<file path="src/aio_pkg.sv">
package aio_pkg;

	// **************************************************
	// Widths shared across the port block
	// **************************************************

	// Pad count equals GPIO channel count; the pad wiring is per pad
	localparam int unsigned num_pads = 2;

	// Channel select width on the host port
	localparam int unsigned chan_w = $clog2(num_pads);

	localparam int unsigned aio_type_w = 2;
	localparam int unsigned aio_op_w = 3;
	localparam int unsigned ctrl_state_w = 2;

	// **************************************************
	// Enumerations
	// **************************************************

	// Owner of the two pads
	typedef enum logic [aio_type_w-1:0] {
		AIO_GPIO = 2'd0,
		AIO_SPI  = 2'd1,
		AIO_UART = 2'd2,
		AIO_I2C  = 2'd3
	} aio_type_e;

	// Host operations, codes 5 to 7 are accepted as no-ops
	typedef enum logic [aio_op_w-1:0] {
		OP_SET_TYPE = 3'd0,
		OP_SET_DIR  = 3'd1,
		OP_SET_OUT  = 3'd2,
		OP_GET_IN   = 3'd3,
		OP_CLR_IRQ  = 3'd4
	} aio_op_e;

	// Handshake FSM of the control block
	typedef enum logic [ctrl_state_w-1:0] {
		CS_IDLE      = 2'd0,
		CS_EXEC      = 2'd1,
		CS_ACK       = 2'd2,
		CS_WAIT_DROP = 2'd3
	} ctrl_state_e;

endpackage
</file>
<file path="src/aio_port_top.sv">
module aio_port_top
	import aio_pkg::*;
#(
	parameter int unsigned data_width = 8
)
(
	input  logic clk,
	input  logic rst,

	// Host register port
	input  logic req,
	input  aio_op_e op,
	input  logic [chan_w-1:0] chan,
	input  logic [data_width-1:0] wdata,
	output logic ack,
	output logic [data_width-1:0] rdata,

	input  logic tick,

	// Pads
	output logic [num_pads-1:0] pad_oe,
	output logic [num_pads-1:0] pad_out,
	input  logic [num_pads-1:0] pad_in,

	// Serial engine lines
	input  logic spi_mosi,
	output logic spi_miso,
	input  logic uart_tx,
	output logic uart_rx,
	input  logic i2c_scl_drive_low,
	input  logic i2c_sda_drive_low,
	output logic i2c_scl_in,
	output logic i2c_sda_in,

	output logic [num_pads-1:0] irq
);

	aio_type_e aio_type;
	logic [num_pads-1:0] dir_we;
	logic [num_pads-1:0] out_we;
	logic [num_pads-1:0] irq_clr;
	logic wbit;
	logic [num_pads-1:0][data_width-1:0] status;
	logic [num_pads-1:0] gpio_oe;
	logic [num_pads-1:0] gpio_out;
	logic [num_pads-1:0] gpio_in;

	aio_ctrl #(
		.data_width(data_width)
	) u_ctrl (
		.clk(clk),
		.rst(rst),
		.req(req),
		.op(op),
		.chan(chan),
		.wdata(wdata),
		.ack(ack),
		.rdata(rdata),
		.aio_type(aio_type),
		.dir_we(dir_we),
		.out_we(out_we),
		.irq_clr(irq_clr),
		.wbit(wbit),
		.status(status)
	);

	// One GPIO channel per pad
	for (genvar i = 0; i < num_pads; i++)
	begin : g_gpio
		gpio_channel #(
			.data_width(data_width)
		) u_gpio (
			.clk(clk),
			.rst(rst),
			.tick(tick),
			.dir_we(dir_we[i]),
			.out_we(out_we[i]),
			.irq_clr(irq_clr[i]),
			.wbit(wbit),
			.gpio_oe(gpio_oe[i]),
			.gpio_out(gpio_out[i]),
			.gpio_in(gpio_in[i]),
			.status(status[i]),
			.irq(irq[i])
		);
	end

	aio_pad_mux u_pad_mux (
		.aio_type(aio_type),
		.gpio_oe(gpio_oe),
		.gpio_out(gpio_out),
		.gpio_in(gpio_in),
		.spi_mosi(spi_mosi),
		.spi_miso(spi_miso),
		.uart_tx(uart_tx),
		.uart_rx(uart_rx),
		.i2c_scl_drive_low(i2c_scl_drive_low),
		.i2c_sda_drive_low(i2c_sda_drive_low),
		.i2c_scl_in(i2c_scl_in),
		.i2c_sda_in(i2c_sda_in),
		.pad_oe(pad_oe),
		.pad_out(pad_out),
		.pad_in(pad_in)
	);

endmodule

</file>
<file path="src/aio_pad_mux.sv">
module aio_pad_mux
	import aio_pkg::*;
(
	input  aio_type_e aio_type,

	input  logic [num_pads-1:0] gpio_oe,
	input  logic [num_pads-1:0] gpio_out,
	output logic [num_pads-1:0] gpio_in,

	input  logic spi_mosi,
	output logic spi_miso,
	input  logic uart_tx,
	output logic uart_rx,
	input  logic i2c_scl_drive_low,
	input  logic i2c_sda_drive_low,
	output logic i2c_scl_in,
	output logic i2c_sda_in,

	output logic [num_pads-1:0] pad_oe,
	output logic [num_pads-1:0] pad_out,
	input  logic [num_pads-1:0] pad_in
);

	// Serial pad roles
	localparam int unsigned pad_tx = 0;
	localparam int unsigned pad_rx = 1;
	localparam int unsigned pad_scl = 0;
	localparam int unsigned pad_sda = 1;

	// **************************************************
	// Pad routing per function
	// **************************************************

	always_comb
	begin
		// Undriven pads and unselected consumers sit at 0
		pad_oe = '0;
		pad_out = '0;
		gpio_in = '0;
		spi_miso = 1'b0;
		uart_rx = 1'b0;
		i2c_scl_in = 1'b0;
		i2c_sda_in = 1'b0;

		case (aio_type)
			AIO_GPIO:
			begin
				pad_oe = gpio_oe;
				pad_out = gpio_out;
				gpio_in = pad_in;
			end
			AIO_SPI:
			begin
				pad_oe[pad_tx] = 1'b1;
				pad_out[pad_tx] = spi_mosi;
				spi_miso = pad_in[pad_rx];
			end
			AIO_UART:
			begin
				pad_oe[pad_tx] = 1'b1;
				pad_out[pad_tx] = uart_tx;
				uart_rx = pad_in[pad_rx];
			end
			AIO_I2C:
			begin
				// Open drain, the pad value stays 0 and only oe toggles
				pad_oe[pad_scl] = i2c_scl_drive_low;
				pad_oe[pad_sda] = i2c_sda_drive_low;
				i2c_scl_in = pad_in[pad_scl];
				i2c_sda_in = pad_in[pad_sda];
			end
			default: ;
		endcase
	end

	// Pad owner must resolve to one of the four functions
	a_type_known: assert property (
		@(aio_type) !$isunknown(aio_type)
	);

endmodule

</file>
<file path="src/gpio_channel.sv">
module gpio_channel
#(
	parameter int unsigned data_width = 8
)
(
	input  logic clk,
	input  logic rst,
	input  logic tick,

	input  logic dir_we,
	input  logic out_we,
	input  logic irq_clr,
	input  logic wbit,

	output logic gpio_oe,
	output logic gpio_out,
	input  logic gpio_in,

	output logic [data_width-1:0] status,
	output logic irq
);

	logic oe_q;
	logic out_q;
	logic [1:0] sync_q;
	logic irq_q;
	logic rise_evt;

	// **************************************************
	// Output enable and output value
	// **************************************************

	always_ff @(posedge clk)
	begin
		if (rst)
		begin
			oe_q <= 1'b0;
			out_q <= 1'b0;
		end
		else
		begin
			if (dir_we)
				oe_q <= wbit;
			if (out_we)
				out_q <= wbit;
		end
	end

	assign gpio_oe = oe_q;
	assign gpio_out = out_q;

	// **************************************************
	// Input synchronizer and edge interrupt
	// **************************************************

	// Both stages advance only on a tick
	always_ff @(posedge clk)
	begin
		if (rst)
			sync_q <= 2'b00;
		else if (tick)
			sync_q <= {sync_q[0], gpio_in};
	end

	// Rising edge of the synchronized level, seen as it is loaded
	assign rise_evt = tick & sync_q[0] & ~sync_q[1];

	always_ff @(posedge clk)
	begin
		if (rst)
			irq_q <= 1'b0;
		else if (irq_clr)
			irq_q <= 1'b0;   // clear beats a same-cycle edge
		else if (rise_evt)
			irq_q <= 1'b1;
	end

	assign irq = irq_q;

	// Status word: bit 0 input level, bit 1 pending interrupt
	always_comb
	begin
		status = '0;
		status[0] = sync_q[1];
		status[1] = irq_q;
	end

	// After a clear, irq returns only on a fresh rising edge
	a_irq_after_clear: assert property (
		@(posedge clk) disable iff (rst)
		irq_clr |=> !irq ##1 (!irq || $past(rise_evt))
	);

endmodule

</file>
<file path="src/aio_ctrl.sv">
module aio_ctrl
	import aio_pkg::*;
#(
	parameter int unsigned data_width = 8
)
(
	input  logic clk,
	input  logic rst,

	input  logic req,
	input  aio_op_e op,
	input  logic [chan_w-1:0] chan,
	input  logic [data_width-1:0] wdata,
	output logic ack,
	output logic [data_width-1:0] rdata,

	output aio_type_e aio_type,

	output logic [num_pads-1:0] dir_we,
	output logic [num_pads-1:0] out_we,
	output logic [num_pads-1:0] irq_clr,
	output logic wbit,
	input  logic [num_pads-1:0][data_width-1:0] status
);

	ctrl_state_e state;

	// **************************************************
	// Four-phase handshake FSM
	// **************************************************

	// IDLE -> EXEC -> ACK -> WAIT_DROP -> IDLE
	// ack is registered, so it rises two edges after req is seen
	// and drops one edge after req is seen low
	always_ff @(posedge clk)
	begin
		if (rst)
		begin
			state <= CS_IDLE;
			ack <= 1'b0;
			aio_type <= AIO_GPIO;
		end
		else
		begin
			case (state)
				CS_IDLE:
				begin
					ack <= 1'b0;
					if (req)
						state <= CS_EXEC;
				end
				CS_EXEC:
				begin
					if (op == OP_SET_TYPE)
						aio_type <= aio_type_e'(wdata[aio_type_w-1:0]);
					state <= CS_ACK;
				end
				CS_ACK:
				begin
					ack <= 1'b1;
					state <= CS_WAIT_DROP;
				end
				CS_WAIT_DROP:
				begin
					// Host holds req as long as it needs rdata
					if (!req)
						state <= CS_IDLE;
				end
				default:
				begin
					state <= CS_IDLE;
				end
			endcase
		end
	end

	// Read data, zero for every operation except a status read
	always_ff @(posedge clk)
	begin
		if (state == CS_EXEC)
		begin
			if (op == OP_GET_IN)
				rdata <= status[chan];
			else
				rdata <= '0;
		end
	end

	// **************************************************
	// Channel strobes
	// **************************************************

	// One-cycle pulse to the addressed channel while in EXEC
	always_comb
	begin
		dir_we = '0;
		out_we = '0;
		irq_clr = '0;
		if (state == CS_EXEC)
		begin
			case (op)
				OP_SET_DIR: dir_we[chan] = 1'b1;
				OP_SET_OUT: out_we[chan] = 1'b1;
				OP_CLR_IRQ: irq_clr[chan] = 1'b1;
				default: ;
			endcase
		end
	end

	// Shared write bit for direction and output updates
	assign wbit = wdata[0];

	// ack must only answer a pending request
	// The edge that raised ack is the one before its rise is seen
	a_ack_needs_req: assert property (
		@(posedge clk) disable iff (rst)
		$rose(ack) |-> $past(req)
	);

	// Never more than one channel register touched per cycle
	a_single_strobe: assert property (
		@(posedge clk) disable iff (rst)
		$onehot0({dir_we, out_we, irq_clr})
	);

endmodule

</file>
<file path="config.mk">
export PLATFORM = sky130hd
export DESIGN_NAME = aio_port_top
export DESIGN_NICKNAME = d
export VERILOG_FILES = /design/src/aio_pkg.sv /design/src/aio_port_top.sv /design/src/aio_pad_mux.sv /design/src/gpio_channel.sv /design/src/aio_ctrl.sv
export SDC_FILE = /design/constraint.sdc
export NUM_CORES = 1
export LEC_CHECK = 0
export ABC_AREA = 0
export BUFFER_PORTS_ARGS = -buffer_cell sky130_fd_sc_hd__buf_4
export CORE_ASPECT_RATIO = 0.6
export CORE_MARGIN = 3
export CORE_UTILIZATION = 44
export CTS_CLUSTER_DIAMETER = 150
export DETAILED_ROUTE_END_ITERATION = 8
export PLACE_DENSITY = 0.84
export SLEW_MARGIN = 20
export SYNTH_ARGS = -nofsm -noshare
export SYNTH_HDL_FRONTEND = slang
export SYNTH_SLANG_ARGS = --single-unit
</file>
<file path="constraint.sdc">
create_clock -name clk -period 1.8 [get_ports clk]
set_clock_uncertainty 0.05 [all_clocks]
set_input_delay 0.36 -clock clk [delete_from_list [all_inputs] [get_ports clk]]
set_output_delay 0.36 -clock clk [all_outputs]
set_load 0.02 [all_outputs]
</file>
# [Yosys cells after proc, flatten, opt, wreduce, memory -nomap -nowiden]
# Cells that the tools add are included.
[word_totals] input_bits=22 output_inout_bits=19 reg_bits=23 word_cells=65
[classes] n_mux=23 n_bitwise=6 eq_ne=12 n_lt_le_gt_ge=2 reduce_logical=10
[op_table] op="$mux W2" n=10
[op_table] op="$eq A2 B2 Y1 const B" n=4
[op_table] op="$mux W8" n=1
[op_table] op="$pmux W2 S4" n=1
[op_table] op="$eq A3 B2 Y1 const B" n=2
[op_table] op="$mux W1" n=6
[op_table] op="$pmux W1 S3" n=2
[op_table] op="$reduce_or A2 Y1" n=3
[op_table] op="$and A1 B1 Y1" n=4
[op_table] op="$eq A2 B1 Y1 const B" n=2
[op_table] op="$logic_not A2 Y1" n=2
[op_table] op="$ne A2 B2 Y1 const B" n=2
[op_table] op="$pmux W1 S2" n=2
[op_table] op="$reduce_and A2 Y1" n=2
[op_table] op="$eq A3 B1 Y1 const B" n=1
[op_table] op="$eq A3 B3 Y1 const B" n=1
[op_table] op="$logic_not A3 Y1" n=1
[op_table] op="$lt A1 B2 Y1 const B" n=1
[op_table] op="$not A1 Y1" n=2
[op_table] op="$reduce_bool A2 Y1" n=1
[op_table] op="$demux W1 S1" n=1
[op_table] op="$ge A1 B1 Y1 const B" n=1
[op_table] op="$logic_and A1 B1 Y1" n=1

# [Logic depth before layout (Yosys ltp)]
[logic_depth] ltp_word=7 ltp_mapped=5

# [By module]
# Synthesis repeated with hierarchy kept, for this count alone.
[hier_totals] cells_unflattened=139 area_unflattened_um2=1411.4
[by_module_without_submodules] module="aio_ctrl" area_each_um2=760.7 instances=1 cells_each=67
[by_module_without_submodules] module="gpio_channel" area_each_um2=242.7 instances=2 cells_each=25
[by_module_without_submodules] module="aio_pad_mux" area_each_um2=165.2 instances=1 cells_each=22

# [Worst setup path after synthesis]
# No wires, ideal clock.
[synth_path] path_kind="register to output" from="register u_ctrl.aio_type[0]" to="output pad_oe[0]" arrival_ns=1.261 path_buffers=0 path_stages_with_launch=5 path_slack_ns=0.129 path_cell_list="dfxtp_1 > inv_1 > ha_1 > a21oi_1 > o21ai_0"
[synth_via] elab_chain_cells=3
[synth_lines] item="from (decl)" line_no="aio_ctrl.sv:17" source="output aio_type_e aio_type,"
[synth_lines] item="from (signal assigned)" line_no="aio_ctrl.sv:55" source="aio_type <= aio_type_e'(wdata[aio_type_w-1:0]);"
[synth_lines] item="$eq A2 B1 Y1 or $eq A2 B2 Y1 (tied branches)" line_no="aio_pad_mux.sv:45" source="case (aio_type)"
[synth_lines] item="$reduce_or A2 Y1 (no line)"
[synth_lines] item="$pmux W1 S3 (*)" line_no="aio_pad_mux.sv:45"
[synth_lines] item="to (decl)" line_no="aio_port_top.sv:21" source="output logic [num_pads-1:0] pad_oe,"
# Every way passes the cells marked *; elsewhere a longest branch is shown, timed or not.

# [Final worst setup path]
[layout_path] from="register u_ctrl.aio_type[1]" to="output pad_out[0]"
[layout_via] elab_chain_cells=2
[layout_lines] item="$eq A2 B2 Y1 (tied with other cells)" line_no="aio_pad_mux.sv:45"
[layout_lines] item="$pmux W1 S3 (*)" line_no="aio_pad_mux.sv:45"
[layout_lines] item="to (decl)" line_no="aio_port_top.sv:22" source="output logic [num_pads-1:0] pad_out,"
# Marks and branches as above.

==> results.tsv <==
stage	metric	value	unit
run_status	run_status	finished, final reports clean	
layout	fillerInstances	173	
logic_synthesis	ys_ff_latch	17	
floorplan	ios	41	
critical_path	worst-endpoint-required	1390	ps
floorplan	dieHeight	43.3	microns
clocking	hold_fix_buffer_count_after_cts	0	
clocking	clk_transition_reported_paths	60	ps
logic_synthesis	synth_area_per_cell	9.45	sq um
critical_path	worst_path_largest_cell_delay	370	ps
layout	multiInputGateArea	599	sq um
logic_synthesis	post_synth_xor_area_fraction	0	
sta	clock.fmax	561	MHz
critical_path	crit_path_start_kind	flop	
routing	detail_route.wl_per_cell	13.8	microns
grt	grt.overflow.total	0	
sta	finalSetupViolations	0	
sta	hold-worst-slack	303	ps
critical_path	critical-path-slowest-cell	sky130_fd_sc_hd__dfxtp_4	
sta	timing.final.crit_share	0.991	
routing	drt_wl_total	2260	microns
logic_synthesis	postSynthCellCount	108	
pwr	worst_vdd_ir	0.507	mV
layout	final_core_utilization	0.649	
critical_path	worst_ep_arrival_time	1370	ps
placed_design	routabilityCongestion	0.844	
routing	vias_per_cell	5.01	
floorplan	initial_util	0.507	
logic_synthesis	yosys.area_share.adder	0.135	
critical_path	worst_path_cell_trace	inv_2, ha_2, a222oi_1, nor2_1, buf_4	
routing	drt_iter0_drc	47	
floorplan	num_rows	12	
layout	layout.nets	170	
critical_path	path_max_fanout	3	
routing	remaining_drc_errors	0	
layout	layout.cells.most_common	sky130_fd_sc_hd__buf_4	
floorplan	dieArea	2950	sq um
layout	most_frequent_cells_in_the_layout	30 x sky130_fd_sc_hd__buf_4, 13 x sky130_fd_sc_hd__nor2_1, 13 x sky130_fd_sc_hd__dfxtp_1	
logic_synthesis	synth_cell_type_count	27	
grt	globalRouteTotalUtil	0.163	
logic_synthesis	yosysSeqAreaShare	0.353	
layout	postLayoutCellArea	1310	sq um
critical_path	worst-path-stages	5	
logic_synthesis	syn_area	1020	sq um
clocking	clock-root-buffer	sky130_fd_sc_hd__clkbuf_8	
sta	min_period	1780	ps
critical_path	critPathTopFamily	flip-flops	
logic_synthesis	main_combinational_cell_family_by_area_after_synthesis	simple AND/OR/NAND/NOR gates	
critical_path	cp_num_buf_inv	2	
layout	post_route_cells_drive_above_1_share	0.331	
hold_path	hp-start	wdata[1]	
layout	num_antenna_cells	0	
routing	detailedRoute.firstPassIterationCount	4	
grt	grt_start_max_net_pins	17	
logic_synthesis	mux_cell_area_share_after_synthesis	0.118	
placed_design	buffer_ports.inserted	28	
critical_path	r2r_startpoint	u_ctrl.state[1]$_SDFFE_PP0P_	
clocking	clockBufferDepth	2	
placed_design	place_area	1210	sq um
sta	report.final.hold_viol_count	0	
hold_path	hold_path_end	u_ctrl.aio_type[1]$_SDFFE_PP0P_	
clocking	cts_inserted_buffers	3	
logic_synthesis	simple_gate_share_of_the_synthesized_area	0.211	
sta	rsz0062_at_grt	true	
clocking	clock_latency	250	ps
pwr	cellPowerDensity	879	nW/um^2
hold_path	whs_path_depth	3	
run	maxCapViolCount	0	
sta	worst_setup_slack_final	16.2	ps
floorplan	core-area	2010	sq um
sta	maxSlewViolCount	0	
logic_synthesis	synthesis.yosys.warnings	0	
logic_synthesis	synth_compound_area_frac	0.0784	
clocking	tritoncts_clock_tree	yes	
grt	first_global_vias	770	
layout	area.growth.synth_to_final	27.8	%
grt	initial_antenna_violation_count	0	
clocking	htree_levels	1	
grt	grt_first_pass_wirelength	3570	microns
floorplan	die_w	68.2	microns
layout	register_area	368	sq um
placed_design	dp.final_hpwl	1750	microns
routing	dr_total_vias	822	
hold_path	min_path_type	primary input to flop	
critical_path	critical_path.reg2reg.endpoint	u_ctrl.aio_type[0]$_SDFFE_PP0P_	
routing	ant_nets	0	
pwr	p_leak	0.595	nW
critical_path	worstRegToRegCells	5	
critical_path	worstSetupEndpointType	primary output	
placed_design	place_ws	119	ps
critical_path	reg2reg_setup_slack	160	ps
clocking	cts_sinks	17	
critical_path	critical_path_class	flop to primary output	
==> sequential cells by signal, summed over array words and instances, names as in the netlist <==
signal and count:
g_gpio.u_gpio.irq 2, g_gpio.u_gpio.gpio_oe 2, u_ctrl.ack 1, u_ctrl.state 2, u_ctrl.rdata 2, g_gpio.u_gpio.sync_q 4
u_ctrl.aio_type 2, g_gpio.u_gpio.gpio_out 2
==> where the power goes <==
part           switching (mW)  leakage (nW)  internal (mW)  total [mW]
Clock                   0.127        0.0228          0.157       0.284
Combinational           0.218         0.430          0.165       0.384
Sequential             0.0391         0.143          0.440       0.479
==> cell type report <==
cell class | instances | area share
Clock buffer | 4 | 0.0345
Inverter | 8 | 0.0249
Multi-Input combinational cell | 77 | 0.459
Sequential cell | 17 | 0.282
Tap cell | 28 | 0.0268
Timing Repair Buffer | 30 | 0.173
==> what timing repair did <==
action                                  4_1_cts  5_1_grt
setup buffers                                 2        0
resized for setup                            11        3
pin swaps                                     2        4
endpoints found under the setup margin        4        3
==> stage by stage <==
stage	instances	power [mW]	TNS [ps]
floorplan	113	0.748	0
global placement	158	0.839	0
detailed placement	158	0.867	0
CTS	164	1.15	0
global route	164	1.23	-39.5
finish	164	1.15	0
==> worst max-delay path by stage <==
stage	startpoint	endpoint	slack, ps
2_1_floorplan	u_ctrl.aio_type[0]$_SDFFE_PP0P_	pad_oe[0]	130
3_3_place_gp	u_ctrl.aio_type[0]$_SDFFE_PP0P_	pad_out[0]	180
3_5_place_dp	u_ctrl.aio_type[0]$_SDFFE_PP0P_	pad_out[0]	120
4_1_cts	u_ctrl.aio_type[0]$_SDFFE_PP0P_	pad_out[0]	0.7
5_1_grt	u_ctrl.aio_type[1]$_SDFFE_PP0P_	pad_out[0]	-40
6_report	u_ctrl.aio_type[1]$_SDFFE_PP0P_	pad_out[0]	20
==> layer usage <==
metal,up-vias,wire [microns],GRT usage
met4,0,43,0.0711
met1,374,997,0.217
met3,7,169,0.0317
met2,34,1050,0.255
met5,-,0,0
li1,407,-,-
==> logic make-up (layout without fill, tap and decap cells) <==
group | Yosys count | in the layout
buffers and inverters | 19 | 42
DFF | 17 | 17
and+or+nand+nor | 36 | 36
other | 1 | 6
adders and majority gates | 11 | 11
AOI/OAI and AO/OA | 12 | 12
muxes | 12 | 12
==> worst min-delay path, cell delays in order <==
cell	delay [ps]
sky130_fd_sc_hd__buf_4	80
sky130_fd_sc_hd__mux2i_1	50
sky130_fd_sc_hd__nor2_1	80
==> synth_stat cells <==
cell | count | share of area
sky130_fd_sc_hd__a21oi_1 | 4 | 0.020
sky130_fd_sc_hd__a22oi_1 | 1 | 0.0074
sky130_fd_sc_hd__nand4_1 | 1 | 0.0061
sky130_fd_sc_hd__nor4b_4 | 1 | 0.023
sky130_fd_sc_hd__nand2_1 | 1 | 0.0037
sky130_fd_sc_hd__o21ai_0 | 1 | 0.0049
sky130_fd_sc_hd__and2_1 | 5 | 0.031
sky130_fd_sc_hd__nor2_1 | 13 | 0.048
sky130_fd_sc_hd__nor3b_2 | 1 | 0.012
sky130_fd_sc_hd__nand2b_1 | 7 | 0.043
sky130_fd_sc_hd__buf_2 | 2 | 0.0098
sky130_fd_sc_hd__nand3_1 | 4 | 0.020
sky130_fd_sc_hd__nand3b_1 | 1 | 0.0074
sky130_fd_sc_hd__a222oi_1 | 1 | 0.0098
sky130_fd_sc_hd__clkbuf_1 | 1 | 0.0037
sky130_fd_sc_hd__mux2i_1 | 12 | 0.12
sky130_fd_sc_hd__edfxtp_1 | 2 | 0.059
sky130_fd_sc_hd__a311oi_1 | 2 | 0.017
sky130_fd_sc_hd__a211oi_1 | 1 | 0.0074
sky130_fd_sc_hd__buf_4 | 8 | 0.059
sky130_fd_sc_hd__a31oi_1 | 2 | 0.012
sky130_fd_sc_hd__conb_1 | 1 | 0.0037
sky130_fd_sc_hd__dfxtp_1 | 15 | 0.29
sky130_fd_sc_hd__nor3b_1 | 1 | 0.0074
sky130_fd_sc_hd__ha_1 | 11 | 0.13
sky130_fd_sc_hd__and4_2 | 1 | 0.0098
sky130_fd_sc_hd__inv_1 | 8 | 0.029
(Power assumes the default switching activity.)
